**config.mk**
```make
export PLATFORM = sky130hd
export DESIGN_NAME = pcs_rx_lane
export DESIGN_NICKNAME = d
export VERILOG_FILES = /design/src/hdl/pcs_rx_pkg.sv /design/src/hdl/frame_generator_rx.sv /design/src/hdl/descrambler.sv /design/src/hdl/block_type_checker.sv /design/src/hdl/pcs_rx_lane.sv
export SDC_FILE = /design/constraint.sdc
export NUM_CORES = 1
export LEC_CHECK = 0
export BUFFER_PORTS_ARGS = -buffer_cell sky130_fd_sc_hd__buf_2
export CAP_MARGIN = 25
export CORE_MARGIN = 4
export CORE_UTILIZATION = 60
export CTS_BUF_LIST = sky130_fd_sc_hd__clkbuf_8
export DETAILED_ROUTE_END_ITERATION = 10
export PLACE_DENSITY = 0.83
export SYNTH_ARGS = -nofsm -noshare
export SYNTH_HDL_FRONTEND = slang
export SYNTH_HIERARCHICAL = 1
export SYNTH_SLANG_ARGS = --single-unit
```
**constraint.sdc**
```tcl
create_clock -name i_clock -period 3.55 [get_ports i_clock]
set_input_delay 0.5325 -clock i_clock [delete_from_list [all_inputs] [get_ports i_clock]]
set_output_delay 0.5325 -clock i_clock [all_outputs]
set_load 0.05 [all_outputs]
```
**src/hdl/pcs_rx_pkg.sv**
```systemverilog
`default_nettype none

package pcs_rx_pkg;

    // block geometry
    localparam int LEN_CODED_BLOCK = 66;
    localparam int LEN_SCRAMBLER   = 58;
    localparam int NB_SH           = 2;
    localparam int NB_BLOCK_TYPE   = 8;
    localparam int NB_PAYLOAD      = LEN_CODED_BLOCK - NB_SH;
    localparam int NB_CTRL_BODY    = NB_PAYLOAD - NB_BLOCK_TYPE;

    // saturating error counter width
    localparam int ERR_COUNT_WIDTH = 16;

    // valid sync headers, anything else is a header error
    localparam logic [NB_SH-1:0] SYNC_DATA = 2'b01;
    localparam logic [NB_SH-1:0] SYNC_CTRL = 2'b10;

    typedef struct packed {
        logic [NB_SH-1:0]      sh;
        logic [NB_PAYLOAD-1:0] payload;
    } data_block_t;

    typedef struct packed {
        logic [NB_SH-1:0]         sh;
        logic [NB_BLOCK_TYPE-1:0] block_type;
        logic [NB_CTRL_BODY-1:0]  body;
    } ctrl_block_t;

    // same 66 bits seen as data or as control block
    typedef union packed {
        data_block_t data;
        ctrl_block_t ctrl;
    } coded_block_u;

    // idle block, eight zero control codes
    localparam logic [LEN_CODED_BLOCK-1:0] IDLE_BLOCK =
        {SYNC_CTRL, 8'h1E, {NB_CTRL_BODY{1'b0}}};

    // sequence ordered set, local fault
    localparam logic [LEN_CODED_BLOCK-1:0] LF_BLOCK =
        {SYNC_CTRL, 8'h4B, 8'h00, 8'h00, 8'h01, 4'h0, 28'h0000000};

    // eight 7-bit error control codes
    localparam logic [LEN_CODED_BLOCK-1:0] ERROR_BLOCK =
        {SYNC_CTRL, 8'h1E, {8{7'h1E}}};

    // descrambler to checker
    typedef struct packed {
        logic         valid;
        logic         tag;
        coded_block_u block;
    } lane_block_t;

endpackage

`default_nettype wire

```
**src/hdl/frame_generator_rx.sv**
```systemverilog
`default_nettype none

module frame_generator_rx
    import pcs_rx_pkg::*;
#(
    parameter int IDLE_SPACING = 4
)
(
    input  wire          i_clock,
    input  wire          i_reset,
    input  wire          i_enable,
    input  wire          i_valid,
    output coded_block_u o_data
);

    localparam int PHASE_W = (IDLE_SPACING > 1) ? $clog2(IDLE_SPACING) : 1;
    localparam logic [PHASE_W-1:0] LAST_PHASE = PHASE_W'(IDLE_SPACING - 1);

    logic [PHASE_W-1:0] phase;
    logic               step;
    logic               idle_slot;

    // only blocks that really arrive consume a filler slot
    assign step      = i_enable & i_valid;
    assign idle_slot = (phase == LAST_PHASE);

    always_ff @(posedge i_clock)
    begin
        if (i_reset)
        begin
            phase <= '0;
        end
        else if (step)
        begin
            if (idle_slot)
                phase <= '0;
            else
                phase <= phase + 1'b1;
        end
    end

    // local fault filler, one idle every IDLE_SPACING blocks
    always_ff @(posedge i_clock)
    begin
        if (i_reset)
        begin
            o_data <= '0;
        end
        else if (step)
        begin
            if (idle_slot)
                o_data <= IDLE_BLOCK;
            else
                o_data <= LF_BLOCK;
        end
    end

endmodule

`default_nettype wire

```
**src/hdl/descrambler.sv**
```systemverilog
`default_nettype none

module descrambler
    import pcs_rx_pkg::*;
#(
    parameter logic [LEN_SCRAMBLER-1:0] SEED         = '0,
    parameter int                       IDLE_SPACING = 4
)
(
    input  wire                       i_clock,
    input  wire                       i_reset,
    input  wire                       i_enable,
    input  wire                       i_valid,
    input  wire                       i_bypass,
    input  wire                       i_deskew_done,
    input  wire                       i_tag,
    input  wire [LEN_CODED_BLOCK-1:0] i_data,
    output lane_block_t               o_block
);

    // x^39 tap, newest bit sits at the top of the state
    localparam int TAP_39 = LEN_SCRAMBLER - 1 - 38;

    logic [LEN_SCRAMBLER-1:0] scram_state;
    logic [LEN_SCRAMBLER-1:0] state_next;
    logic [NB_PAYLOAD-1:0]    desc_payload;
    coded_block_u             data_q;
    coded_block_u             frame_generated;
    logic                     valid_q;
    logic                     tag_q;
    logic                     gen_enable;

    // bit-serial descrambling, first transmitted bit is payload bit 63
    always_comb
    begin
        state_next   = scram_state;
        desc_payload = '0;
        for (int i = NB_PAYLOAD - 1; i >= 0; i--)
        begin
            desc_payload[i] = i_data[i] ^ state_next[TAP_39] ^ state_next[0];
            state_next      = {i_data[i], state_next[LEN_SCRAMBLER-1:1]};
        end
    end

    // state freezes in bypass
    always_ff @(posedge i_clock)
    begin
        if (i_reset)
            scram_state <= SEED;
        else if (i_enable && !i_bypass)
            scram_state <= state_next;
    end

    // sync header is never scrambled
    always_ff @(posedge i_clock)
    begin
        if (i_reset)
            data_q <= '0;
        else if (i_enable && i_bypass)
            data_q <= i_data;
        else if (i_enable)
            data_q <= {i_data[LEN_CODED_BLOCK-1 -: NB_SH], desc_payload};
    end

    always_ff @(posedge i_clock)
    begin
        if (i_reset)
            valid_q <= 1'b0;
        else if (i_enable)
            valid_q <= i_valid;
    end

    // tag holds through gaps in valid
    always_ff @(posedge i_clock)
    begin
        if (i_reset)
            tag_q <= 1'b0;
        else if (i_enable && i_valid)
            tag_q <= i_tag;
    end

    // filler only runs while the lane is not deskewed
    assign gen_enable = i_enable & ~i_deskew_done;

    frame_generator_rx
    #(
        .IDLE_SPACING (IDLE_SPACING)
    )
    u_frame_generator_rx
    (
        .i_clock  (i_clock),
        .i_reset  (i_reset),
        .i_enable (gen_enable),
        .i_valid  (i_valid),
        .o_data   (frame_generated)
    );

    assign o_block.valid = valid_q;
    assign o_block.tag   = tag_q;
    assign o_block.block = i_deskew_done ? data_q : frame_generated;

endmodule

`default_nettype wire

```
**src/hdl/block_type_checker.sv**
```systemverilog
`default_nettype none

module block_type_checker
    import pcs_rx_pkg::*;
(
    input  wire                        i_clock,
    input  wire                        i_reset,
    input  wire                        i_enable,
    input  wire lane_block_t           i_block,
    output lane_block_t                o_block,
    output logic [ERR_COUNT_WIDTH-1:0] o_error_count
);

    logic [NB_SH-1:0]         sync_header;
    logic [NB_BLOCK_TYPE-1:0] block_type;
    logic                     sh_error;
    logic                     type_error;
    logic                     block_error;
    logic                     count_full;

    // legal 64b/66b control block types
    function automatic logic is_legal_type(input logic [NB_BLOCK_TYPE-1:0] btype);
        logic legal;
        case (btype)
            8'h1E, 8'h2D, 8'h33, 8'h66, 8'h55,
            8'h78, 8'h4B, 8'h87, 8'h99, 8'hAA,
            8'hB4, 8'hCC, 8'hD2, 8'hE1, 8'hFF:
                legal = 1'b1;
            default:
                legal = 1'b0;
        endcase
        return legal;
    endfunction

    // header from the data view, type from the control view
    assign sync_header = i_block.block.data.sh;
    assign block_type  = i_block.block.ctrl.block_type;

    assign sh_error    = (sync_header != SYNC_DATA) && (sync_header != SYNC_CTRL);
    assign type_error  = (sync_header == SYNC_CTRL) && !is_legal_type(block_type);

    // gaps in valid are never checked
    assign block_error = i_block.valid && (sh_error || type_error);

    assign count_full  = &o_error_count;

    always_ff @(posedge i_clock)
    begin
        if (i_reset)
        begin
            o_block <= '0;
        end
        else if (i_enable)
        begin
            o_block.valid <= i_block.valid;
            o_block.tag   <= i_block.tag;
            if (block_error)
                o_block.block <= ERROR_BLOCK;
            else
                o_block.block <= i_block.block;
        end
    end

    // counter sticks at all ones
    always_ff @(posedge i_clock)
    begin
        if (i_reset)
            o_error_count <= '0;
        else if (i_enable && block_error && !count_full)
            o_error_count <= o_error_count + 1'b1;
    end

endmodule

`default_nettype wire

```
**src/hdl/pcs_rx_lane.sv**
```systemverilog
`default_nettype none

module pcs_rx_lane
    import pcs_rx_pkg::*;
#(
    parameter logic [LEN_SCRAMBLER-1:0] SEED         = '0,
    parameter int                       IDLE_SPACING = 4
)
(
    input  wire                        i_clock,
    input  wire                        i_reset,
    input  wire                        i_enable,
    input  wire                        i_valid,
    input  wire                        i_bypass,
    input  wire                        i_deskew_done,
    input  wire [LEN_CODED_BLOCK-1:0]  i_data,
    input  wire                        i_tag,
    output lane_block_t                o_block,
    output logic [ERR_COUNT_WIDTH-1:0] o_error_count
);

    // descrambled lane, or filler before deskew
    lane_block_t desc_out;

    descrambler
    #(
        .SEED         (SEED),
        .IDLE_SPACING (IDLE_SPACING)
    )
    u_descrambler
    (
        .i_clock       (i_clock),
        .i_reset       (i_reset),
        .i_enable      (i_enable),
        .i_valid       (i_valid),
        .i_bypass      (i_bypass),
        .i_deskew_done (i_deskew_done),
        .i_tag         (i_tag),
        .i_data        (i_data),
        .o_block       (desc_out)
    );

    block_type_checker
    u_block_type_checker
    (
        .i_clock       (i_clock),
        .i_reset       (i_reset),
        .i_enable      (i_enable),
        .i_block       (desc_out),
        .o_block       (o_block),
        .o_error_count (o_error_count)
    );

endmodule

`default_nettype wire

```
### After elaboration in Yosys (flattened, before gate mapping)

Index checks and enable logic that the tools add are counted.

* flip-flop bits (word level): 278
* bits in latches: 0
* bits in writable memories: 0
* bits in read-only memories: 0
* output and inout bits: 84
* memories: 0

* add/subtract/negate cells: 2
* $mul: 0
* divide/modulo/power cells: 0
* magnitude comparators: 0
* equality and inequality tests: 19
* shift operators: 0
* multiplexer cells: 7
* bitwise gates (word level): 131
* reductions and logical operators: 15

Operator list (number)
* $mux W66: 4
* $xor A1 B1 Y1: 128
* $eq A8 B8 Y1 const B: 8
* $mux W63: 1
* $eq A8 B7 Y1 const B: 4
* $add A16 B1 Y16 const B: 1
* $eq A8 B6 Y1 const B: 2
* $reduce_and A16 Y1: 1
* $reduce_or A15 Y1: 1
* $eq A8 B5 Y1 const B: 1
* $logic_and A1 B1 Y1: 8
* $eq A2 B2 Y1 const B: 2
* $logic_not A1 Y1: 3
* $add A2 B1 Y2 const B: 1
* $and A1 B1 Y1: 2
* $mux W2: 1
* $ne A2 B1 Y1 const B: 1
* $ne A2 B2 Y1 const B: 1
* $reduce_bool A2 Y1: 1
* $logic_or A1 B1 Y1: 1
* $mux W1: 1
* $not A1 Y1: 1

### Depth between registers and ports, before layout

Gate-level depths: netlist of the first run.

* depth in word-level cells: 10
* mapped depth: 13
* depth with buffers taken out: 8

### By module

The synthesis of the first run kept the hierarchy.

Modules (own cells, without submodules)
* descrambler: times used 1, cells each 763, area an instance 6502.5 um^2, sequential area each 2522.4 um^2
* block_type_checker: times used 1, cells each 364, area an instance 3557.2 um^2, sequential area each 1681.6 um^2
* frame_generator_rx: times used 1, cells each 86, area an instance 709.4 um^2, sequential area each 100.1 um^2

### Least setup slack after synthesis of the first run

Ideal clock, no wire load.

* path kind: input to register
* start: input i_deskew_done
* end: register u_block_type_checker.o_error_count[14]
* setup time: 0.070 ns
* arrival: 3.017 ns
* path slack: 0.463 ns
* stages: 11
* cells stage by stage: buf_2 > buf_2 > mux2_2 > buf_2 > and4bb_1 > o2111ai_2 > nand3_2 > a211oi_4 > nand2_4 > or4_1 > a21oi_1

RTL lines
* from (decl): RTL line pcs_rx_lane.sv:15 `input wire i_deskew_done,`
* to (signal assigned): RTL line block_type_checker.sv:70 `o_error_count <= o_error_count + 1'b1;`
* to (decl): RTL line block_type_checker.sv:11 `output logic [ERR_COUNT_WIDTH-1:0] o_error_count`

==> flow_summary.toml, run 1 <==
[outcome]
status = "completed"

[power_and_ir_drop]
leakagePower_nw = 4.88
p_total_mw = 5.79
ir_drop_v = 0.000325
power_density_mw_per_mm2 = 481

[worst_setup_path]
path_max_fanout = 37
timing.rr.end = "u_block_type_checker/o_block[54]"
r2r_cells = 10
required_ns = 4.00
crit_arrival_ns = 3.14
start_kind = "flip-flop"
r2r_setup_slack_ns = 0.85
reg2reg_from = "u_descrambler/u_frame_generator_rx/o_data[59]"
crit_type = "flip-flop to flip-flop"
crit_path_end_kind = "flip-flop"

[floorplanning]
die_area_mm2 = 0.0202
start_util_pct = 61.8
core-area_mm2 = 0.0174
dieWidth_um = 142
io_pins = 157
dieHeight_um = 142
rows = 48

[clock_tree]
cts_buffers = 36
cts_hold_buf = 0
cts-root-buf = "clkbuf_8"
clkTransAtPathRegs_ns = 0.06
cts.repair.resized = 0
clock-sinks = 215
cts_setup_buffers = 0
clk-insertion-delay-late_ns = 0.52
clk_path_buf_depth = 3
htree_levels = 2
cts_tree = "done"

[worst_hold_path]
hp-start = "i_data[65]"
hold_end = "u_descrambler/data_q[65]"
hold_class = "input pin to flip-flop"
hold_depth = 3

[logic_synthesis]
async_flop_share_pct = 0
syn-cell-area_mm2 = 0.0108
netlist_instances = 1213
synth_seq_cells = 215
avgSynthCellArea_um2 = 8.88
ys_top_cells_by_area = "dfxtp_1 40%, mux2_2 7.2%, mux2i_1 6.2%"
yosys.cell_types.count = 54
synth-main-ff-cell = "dfxtp_1"
yosysWarnings = 6
synth_top_cell_by_area = "dfxtp_1"
yosysSeqAreaShare_pct = 40.0
synth_top_area_share_pct = 40.0
synth-edff-count = 0

[sta]
rsz0062_at_grt = "false"
setup_viol = 0
clock_skew_ns = 0.0187
fin_crit_sh_pct = 76.1
slew_headroom_pct = 40.8
min_period_ns = 2.70
drv_slew = 0
tns_ns = 0
max_freq_mhz = 370
tightest_slew_ns = 0.888
hold_viol = 0

[grt]
grt_antenna_before_repair = 1
grt_usage_pct = 27.6
grt.overflow.total = 0
first_global_vias = 8485
grt_pass1_wl_um = 44900
grt_max_degree = 100

[cells_and_area]
final_cell_mix = "215 x dfxtp_1, 154 x buf_2, 131 x nand2_1"
drive_gt1_share_pct = 23.2
nNetsFinal = 1401
area_growth_pct = 11.8
insertedDiodeCount = 0
final_common_cell = "dfxtp_1"

[placed_design]
post-dp-hpwl_um = 20200
place_congestion = 0.870
port_buffers = 156

[run]
drv_cap = 0

[routing]
vias_per_cell = 5.82
first_pass_iters = 5
ant_nets = 0
drt_iter0_markers = 901
vias = 9171
drc = 0
wl_per_cell_um = 18.2
wl_um = 28800
## logic make-up after synthesis
kind of cell,synth area share [%]
buf+inv,8.45
other cells,0.0348
simple gates,16.4
mux,13.5
xor+xnor,5.86
fa+ha+maj,0.349
flops,40.0
compound gates,15.4
## worst max path at each step
stage / start / end / slack [ns] / cells past startpoint
5_1_grt: u_descrambler/u_frame_generator_rx/o_data[62] / u_block_type_checker/o_block[40] / 0.57 / 10
3_3_place_gp: i_deskew_done / u_block_type_checker/o_block[47] / 0.48 / 11
6_report: u_descrambler/u_frame_generator_rx/o_data[59] / u_block_type_checker/o_block[54] / 0.85 / 10
2_1_floorplan: i_deskew_done / u_block_type_checker/o_error_count[14] / 0.46 / 11
3_5_place_dp: i_deskew_done / u_block_type_checker/o_block[26] / 0.39 / 11
4_1_cts: u_descrambler/u_frame_generator_rx/o_data[59] / u_block_type_checker/o_block[54] / 0.88 / 10
## through the flow
stage | std cells | worst slack [ns] | instance area, um2 | hold slack [ns] | util [%]
detailed placement | 1512 | 0.387 | 11300 | 0.460 | 64.9
finish | 1576 | 0.850 | 12000 | 0.257 | 69.1
floorplan | 1270 | 0.463 | 11000 | 0.437 | -
CTS | 1576 | 0.876 | 12000 | 0.239 | 69.1
global placement | 1511 | 0.477 | 11300 | 0.454 | 64.8
global route | 1576 | 0.566 | 12000 | 0.252 | 69.1
## final cells by class
| class | count | area, um2 |
|---|---|---|
| Sequential cell | 215 | 4300 |
| Inverter | 2 | 7.51 |
| Fill cell | 1372 | 5380 |
| Tap cell | 225 | 282 |
| Multi-Input combinational cell | 898 | 5780 |
| Timing Repair Buffer | 172 | 941 |
| Clock inverter | 16 | 70.1 |
| Clock buffer | 48 | 661 |
## per-layer routing
metal  vias up  share of wire [%]  track usage, %
met4         2                3.2            9.90
met3        74                8.3            5.44
li1       4388                  -               -
met5         -              0.021               0
met2       418                 47            45.4
met1      4289                 41            36.4
## Yosys cell counts, types with 3 or more instances
master	number
a311oi_2	10
a21bo_1	3
buf_6	6
a311oi_1	56
nand3_1	13
nand2b_1	6
nor2b_1	9
xnor2_1	67
buf_4	67
nand2_1	131
nor2_1	114
clkbuf_1	50
mux2_2	69
and4bb_1	4
and4_1	3
a21oi_1	109
buf_1	13
dfxtp_1	215
mux2i_1	67
and3_1	3
or3_1	65
o21ai_0	65
ha_1	3
xor2_1	5
buf_2	19
nand4_1	4
## worst max-delay path, stage by stage (launching register included)
cell and delay, ns:
dfxtp_1 0.34, mux2_2 0.36, and2b_1 0.25, a22oi_1 0.09, o31ai_1 0.43, a21oi_1 0.12, nand2_1 0.13, buf_4 0.41
nand2b_1 0.13, buf_4 0.22, nor2_1 0.12
## registers in the layout, summed over array words and instances (netlist names)
signal	count
u_descrambler/u_frame_generator_rx/o_data	3
u_descrambler/u_frame_generator_rx/phase	2
u_descrambler/tag_q	1
u_block_type_checker/o_block	68
u_descrambler/scram_state	58
u_block_type_checker/o_error_count	16
u_descrambler/valid_q	1
u_descrambler/data_q	66
## where the power goes
group / internal [mW] / total (mW) / switching (mW)
logic: 0.332 / 0.937 / 0.605
registers: 2.56 / 2.67 / 0.110
clock network: 1.21 / 2.18 / 0.975
Note: power is estimated with default switching activity, not from simulation.
==> run 2, diff against run 1 <==
==> constraint.sdc (replaced) <==
create_clock -name i_clock -period 2.5 [get_ports i_clock]
set_input_delay 0.375 -clock i_clock [delete_from_list [all_inputs] [get_ports i_clock]]
set_output_delay 0.375 -clock i_clock [all_outputs]
set_load 0.05 [all_outputs]
==> flow_summary.toml, run 2 (synthesis gave the netlist of run 1 again) <==
[routing]
ant_nets = 0
vias = 9215
drt_iter0_markers = 697
wl_um = 28800
drc = 0
wl_per_cell_um = 18.0
first_pass_iters = 6
vias_per_cell = 5.75

[clock_tree]
htree_levels = 2
cts_setup_buffers = 0
cts_hold_buf = 0
clock-sinks = 215
cts_buffers = 37
clk_path_buf_depth = 3
clk-insertion-delay-late_ns = 0.54
clkTransAtPathRegs_ns = 0.06
cts_tree = "done"
cts-root-buf = "clkbuf_8"

[placed_design]
placedCellCount = 1540
port_buffers = 156
place_congestion = 0.888
post-dp-hpwl_um = 20100

[floorplanning]
die_area_mm2 = 0.0202
rows = 48
io_pins = 157
start_util_pct = 61.8
dieWidth_um = 142
dieHeight_um = 142
core-area_mm2 = 0.0174

[worst_setup_path]
required_ns = 2.92
crit_type = "flip-flop to flip-flop"
crit_arrival_ns = 2.88
path_max_fanout = 12
start_kind = "flip-flop"
crit_path_end_kind = "flip-flop"

[sta]
clock_skew_ns = 0.0346
fin_crit_sh_pct = 98.3
min_period_ns = 2.46
setup_viol = 0
tightest_slew_ns = 0.625
drv_slew = 0
max_freq_mhz = 407
rsz0062_at_grt = "true"
hold_viol = 0
tns_ns = 0
slew_headroom_pct = 58.3

[grt]
grt_use_met3_pct = 6.05
grt_antenna_before_repair = 2
grt_max_degree = 87
first_global_vias = 8716
use_met2_pct = 45.4
grt_usage_pct = 27.7
met1_usage_pct = 35.0
grt_pass1_wl_um = 44800
busiest_layer = "met2"
grt.overflow.total = 0

[cells_and_area]
nNetsFinal = 1430
final_cell_mix = "214 x dfxtp_1, 154 x buf_2, 131 x nand2_1"
final_common_cell = "dfxtp_1"
finalNonFillerCells = 1603
largest_reg_flops = 68
reg.largest.list = "u_block_type_checker/o_block (68), u_descrambler/data_q (66), u_descrambler/scram_state (58)"
area_growth_pct = 14.3
drive_gt1_share_pct = 25.1
final_util_pct = 70.7
largest-register = "u_block_type_checker/o_block"

[run]
drv_cap = 0

[worst_hold_path]
hold_class = "input pin to flip-flop"

[power_and_ir_drop]
power_density_mw_per_mm2 = 665
ir_drop_v = 0.000476
leakagePower_nw = 5.04

[outcome]
status = "completed"
-- run 2: repair_timing --
action / in CTS / in global routing
gates resized for setup: 0 / 6
hold endpoints to repair: 0 / 0
setup endpoints to repair: 0 / 51
-- run 2: layer usage --
layer / up-vias / part of all wire (%)
met1: 4287 / 41
met5: - / 0.045
met4: 2 / 4.2
met3: 89 / 8.1
li1: 4441 / -
met2: 396 / 47
-- run 2: worst paths after layout --
path,start,endpoint,slack [ns],depth (start not counted)
worst max register to register,u_descrambler/data_q[61],u_block_type_checker/o_error_count[12],0.04,8
worst max-delay path,u_descrambler/data_q[61],u_block_type_checker/o_error_count[12],0.04,8
worst min register to register,u_descrambler/scram_state[1],u_descrambler/scram_state[1],0.47,2
worst min-delay path,i_data[65],u_descrambler/data_q[65],0.09,3
-- run 2: area by class of cell --
cell class	count	area, um2
antenna	1	2.50
sequential	215	4310
clock inverter	16	66.3
inverter	2	7.51
multi-input combinational	898	5830
tap	225	282
timing repair buffer	200	1180
fill	1361	5110
clock buffer	46	633
-- run 2: where the power goes --
part | switching (mW) | internal [mW] | total (mW) | leakage [nW]
Sequential | 0.157 | 3.63 | 3.79 | 1.77
Combinational | 0.864 | 0.503 | 1.37 | 2.87
Clock | 1.39 | 1.64 | 3.03 | 0.408
Total | 2.41 | 5.78 | 8.19 | 5.04
-- run 2: metrics by stage --
step	worst slack, ns	hold WS, ns	cell area (um2)	power (mW)
after global routing	-0.0587	0.0911	12300	8.53
after global placement	-0.224	0.447	11600	5.16
final	0.0418	0.0852	12300	8.19
after floorplan	-0.121	0.437	11100	4.87
after detailed placement	-0.308	0.459	11600	5.19
after CTS	0.0394	0.0677	12300	8.21
-- run 2: critical path, cell delays in order (launching register included) --
cell      delay, ns
dfxtp_1        0.36
mux2_2         0.31
and2b_1        0.24
a22oi_1        0.21
o32ai_1        0.11
o211ai_1       0.25
nand2_1        0.20
nor4b_2        0.31
mux2_2         0.37
==> run 3, diff against run 2 <==
--- a/config.mk
+++ b/config.mk
@@ -8,11 +8,11 @@
 export BUFFER_PORTS_ARGS = -buffer_cell sky130_fd_sc_hd__buf_2
 export CAP_MARGIN = 25
 export CORE_MARGIN = 4
-export CORE_UTILIZATION = 60
+export CORE_UTILIZATION = 58
 export CTS_BUF_LIST = sky130_fd_sc_hd__clkbuf_8
 export DETAILED_ROUTE_END_ITERATION = 10
-export PLACE_DENSITY = 0.83
+export HOLD_SLACK_MARGIN = 0.12
+export PLACE_DENSITY = 0.82
 export SYNTH_ARGS = -nofsm -noshare
 export SYNTH_HDL_FRONTEND = slang
-export SYNTH_HIERARCHICAL = 1
 export SYNTH_SLANG_ARGS = --single-unit
==> flow_summary.toml, run 3 <==
[placed_design]
port_buffers = 156
pre_cts_ws_ns = -0.302
place_congestion = 0.892
post-dp-hpwl_um = 19200
placedCellCount = 1453

[floorplanning]
start_util_pct = 59.5
dieHeight_um = 136
die_area_mm2 = 0.0185
core-area_mm2 = 0.0160
io_pins = 157
dieWidth_um = 136
rows = 46

[cells_and_area]
insertedDiodeCount = 0
final_cell_mix = "214 x dfxtp_1, 160 x nand2_1, 154 x buf_2"
reg.largest.list = "u_block_type_checker.o_block (68), u_descrambler.data_q (66), u_descrambler.scram_state (58)"
finalNonFillerCells = 1531
nNetsFinal = 1368
final_common_cell = "dfxtp_1"
largest_reg_flops = 68
nFillCells = 1275
drive_gt1_share_pct = 20.8
largest-register = "u_block_type_checker.o_block"
final_util_pct = 72.5
area_growth_pct = 21.8

[logic_synthesis]
ys_top_cells_by_area = "dfxtp_1 45%, a311oi_1 9.2%, nand2_1 6.3%"
netlist_instances = 1138
syn-cell-area_mm2 = 0.00952
yosysSeqAreaShare_pct = 45.2
yosysWarnings = 0
async_flop_share_pct = 0
synth_top_cell_by_area = "dfxtp_1"
yosys.cell_types.count = 49
synth-main-ff-cell = "dfxtp_1"
synth_most_common_cell = "dfxtp_1"
synthesis.nets = 1213
synth_top_area_share_pct = 45.2
synth_seq_cells = 215
synth-edff-count = 0
synth_common_cells = "215 x dfxtp_1, 160 x nand2_1, 151 x nor2_1"
avgSynthCellArea_um2 = 8.37

[sta]
max_freq_mhz = 387
rsz0062_at_grt = "true"
clock_skew_ns = 0.0136
setup_viol = 2
drv_slew = 0
slew_headroom_pct = 51.4
hold_viol = 0
tightest_slew_ns = 0.722
fin_crit_sh_pct = 103
min_period_ns = 2.58
whs_ns = 0.145
worst_slack_ns = -0.0832

[run]
drv_cap = 0

[worst_setup_path]
cp_top_family = "compound AO/OA/AOI/OAI gates"
crit_path_end_kind = "flip-flop"
crit_type = "flip-flop to flip-flop"
worstSetupStartpoint = "u_descrambler.u_frame_generator_rx.o_data[59]"
slowest_delay_ns = 0.55
reg2reg_from = "u_descrambler.u_frame_generator_rx.o_data[59]"
r2r_setup_slack_ns = -0.08
crit_chain = "mux2i_1 > and4bb_2 > o221ai_2 > o311ai_4 > o41a_2 > buf_4 > o41ai_1 > a21oi_1"
path_max_fanout = 6
start_kind = "flip-flop"
crit_arrival_ns = 2.95
critical-path-slowest-cell = "o41a_2"
required_ns = 2.87
critPathBufInv = 1

[routing]
drt_iter0_markers = 819
ant_nets = 0
first_pass_iters = 7
vias_per_cell = 6.11
wl_um = 28500
vias = 9352
drc = 0
wl_per_cell_um = 18.6

[grt]
grt_max_degree = 115
grt_antenna_before_repair = 2
grt_pass1_wl_um = 43700
first_global_vias = 8620
grt_usage_pct = 29.4
grt.overflow.total = 0

[worst_hold_path]
hold_class = "input pin to flip-flop"
hp-start = "i_data[26]"

[clock_tree]
clk_path_buf_depth = 3
clock-sinks = 215
clkTransAtPathRegs_ns = 0.06
clk-insertion-delay-late_ns = 0.51
cts_setup_buffers = 0
htree_levels = 2
cts-root-buf = "clkbuf_8"
cts_buffers = 36
cts_tree = "done"

[power_and_ir_drop]
p_total_mw = 7.88
power_density_mw_per_mm2 = 679
leakagePower_nw = 4.44
ir_drop_v = 0.000688

[outcome]
violations = "negative setup slack"
status = "finished with violations"
[run 3: changes by cell type after synthesis, moves of 26 or more]
cell	previous run	this run
mux2i_1	67	11
mux2_2	69	2
a32oi_1	0	26
a311oi_1	56	100
a21oi_1	109	79
nand2_1	131	160
nor2_1	114	151
buf_4	67	0
clkbuf_1	50	90
[run 3: cell type report]
type / count / area, um2 / share of cell area, %
multi-input combinational: 818 / 4970 / 42.9
sequential: 215 / 4310 / 37.1
timing repair buffer: 216 / 1370 / 11.8
clock buffer: 43 / 592 / 5.10
tap: 216 / 270 / 2.33
clock inverter: 17 / 66.3 / 0.572
inverter: 6 / 22.5 / 0.194
[run 3: per-stage QoR]
| stage | TNS (ns) | instance area, um2 |
|---|---|---|
| floorplan | -0.740 | 9550 |
| global placement | -14.82 | 10600 |
| detailed placement | -18.80 | 10600 |
| CTS | 0 | 11500 |
| global route | -0.441 | 11600 |
| finish | -0.0937 | 11600 |
[run 3: worst register-to-register path, cell delays in order (launching register included)]
cell and delay [ns]:
dfxtp_1 0.38, mux2i_1 0.13, and4bb_2 0.25, o221ai_2 0.21
o311ai_4 0.18, o41a_2 0.55, buf_4 0.17, o41ai_1 0.43
a21oi_1 0.14
[run 3: repair_timing]
| action | CTS | global route |
|---|---|---|
| setup endpoints to repair | 11 | 43 |
| resized for setup | 1 | 18 |
| cloned | 0 | 2 |
| hold endpoints to repair | 16 | 0 |
| pin swaps | 0 | 6 |
| hold buffers | 16 | 0 |
[run 3: layer usage]
layer  share of wire [%]  track usage [%]  vias up  routed length (um)
met4                 4.0             12.2        4                1150
met1                  40             38.0     4400               11300
met2                  47             48.2      428               13500
met5               0.091                0        -                  26
li1                    -                -     4426                   -
met3                 9.1             5.85       94                2590
[run 3: power breakdown]
part | internal [mW] | leakage, nW | switching, mW
Sequential | 3.62 | 1.77 | 0.156
Clock | 1.54 | 0.397 | 1.34
Combinational | 0.425 | 2.27 | 0.795
Total | 5.59 | 4.44 | 2.29
[run 3: kinds of logic after synthesis]
kind of cell | Yosys count | synth area share [%]
simple gates | 436 | 21.0
compound gates | 296 | 21.4
flops | 215 | 45.2
buf+inv | 107 | 4.36
xor+xnor | 66 | 6.07
mux | 16 | 1.75
fa+ha+maj | 2 | 0.263
[run 3: path summary, 6_finish.rpt]
kind,endpoint,depth (start not counted)
setup / recovery,u_block_type_checker.o_error_count[6],8
hold / removal,u_descrambler.scram_state[31],3
setup reg to reg,u_block_type_checker.o_error_count[6],8
hold reg to reg,u_descrambler.tag_q,2
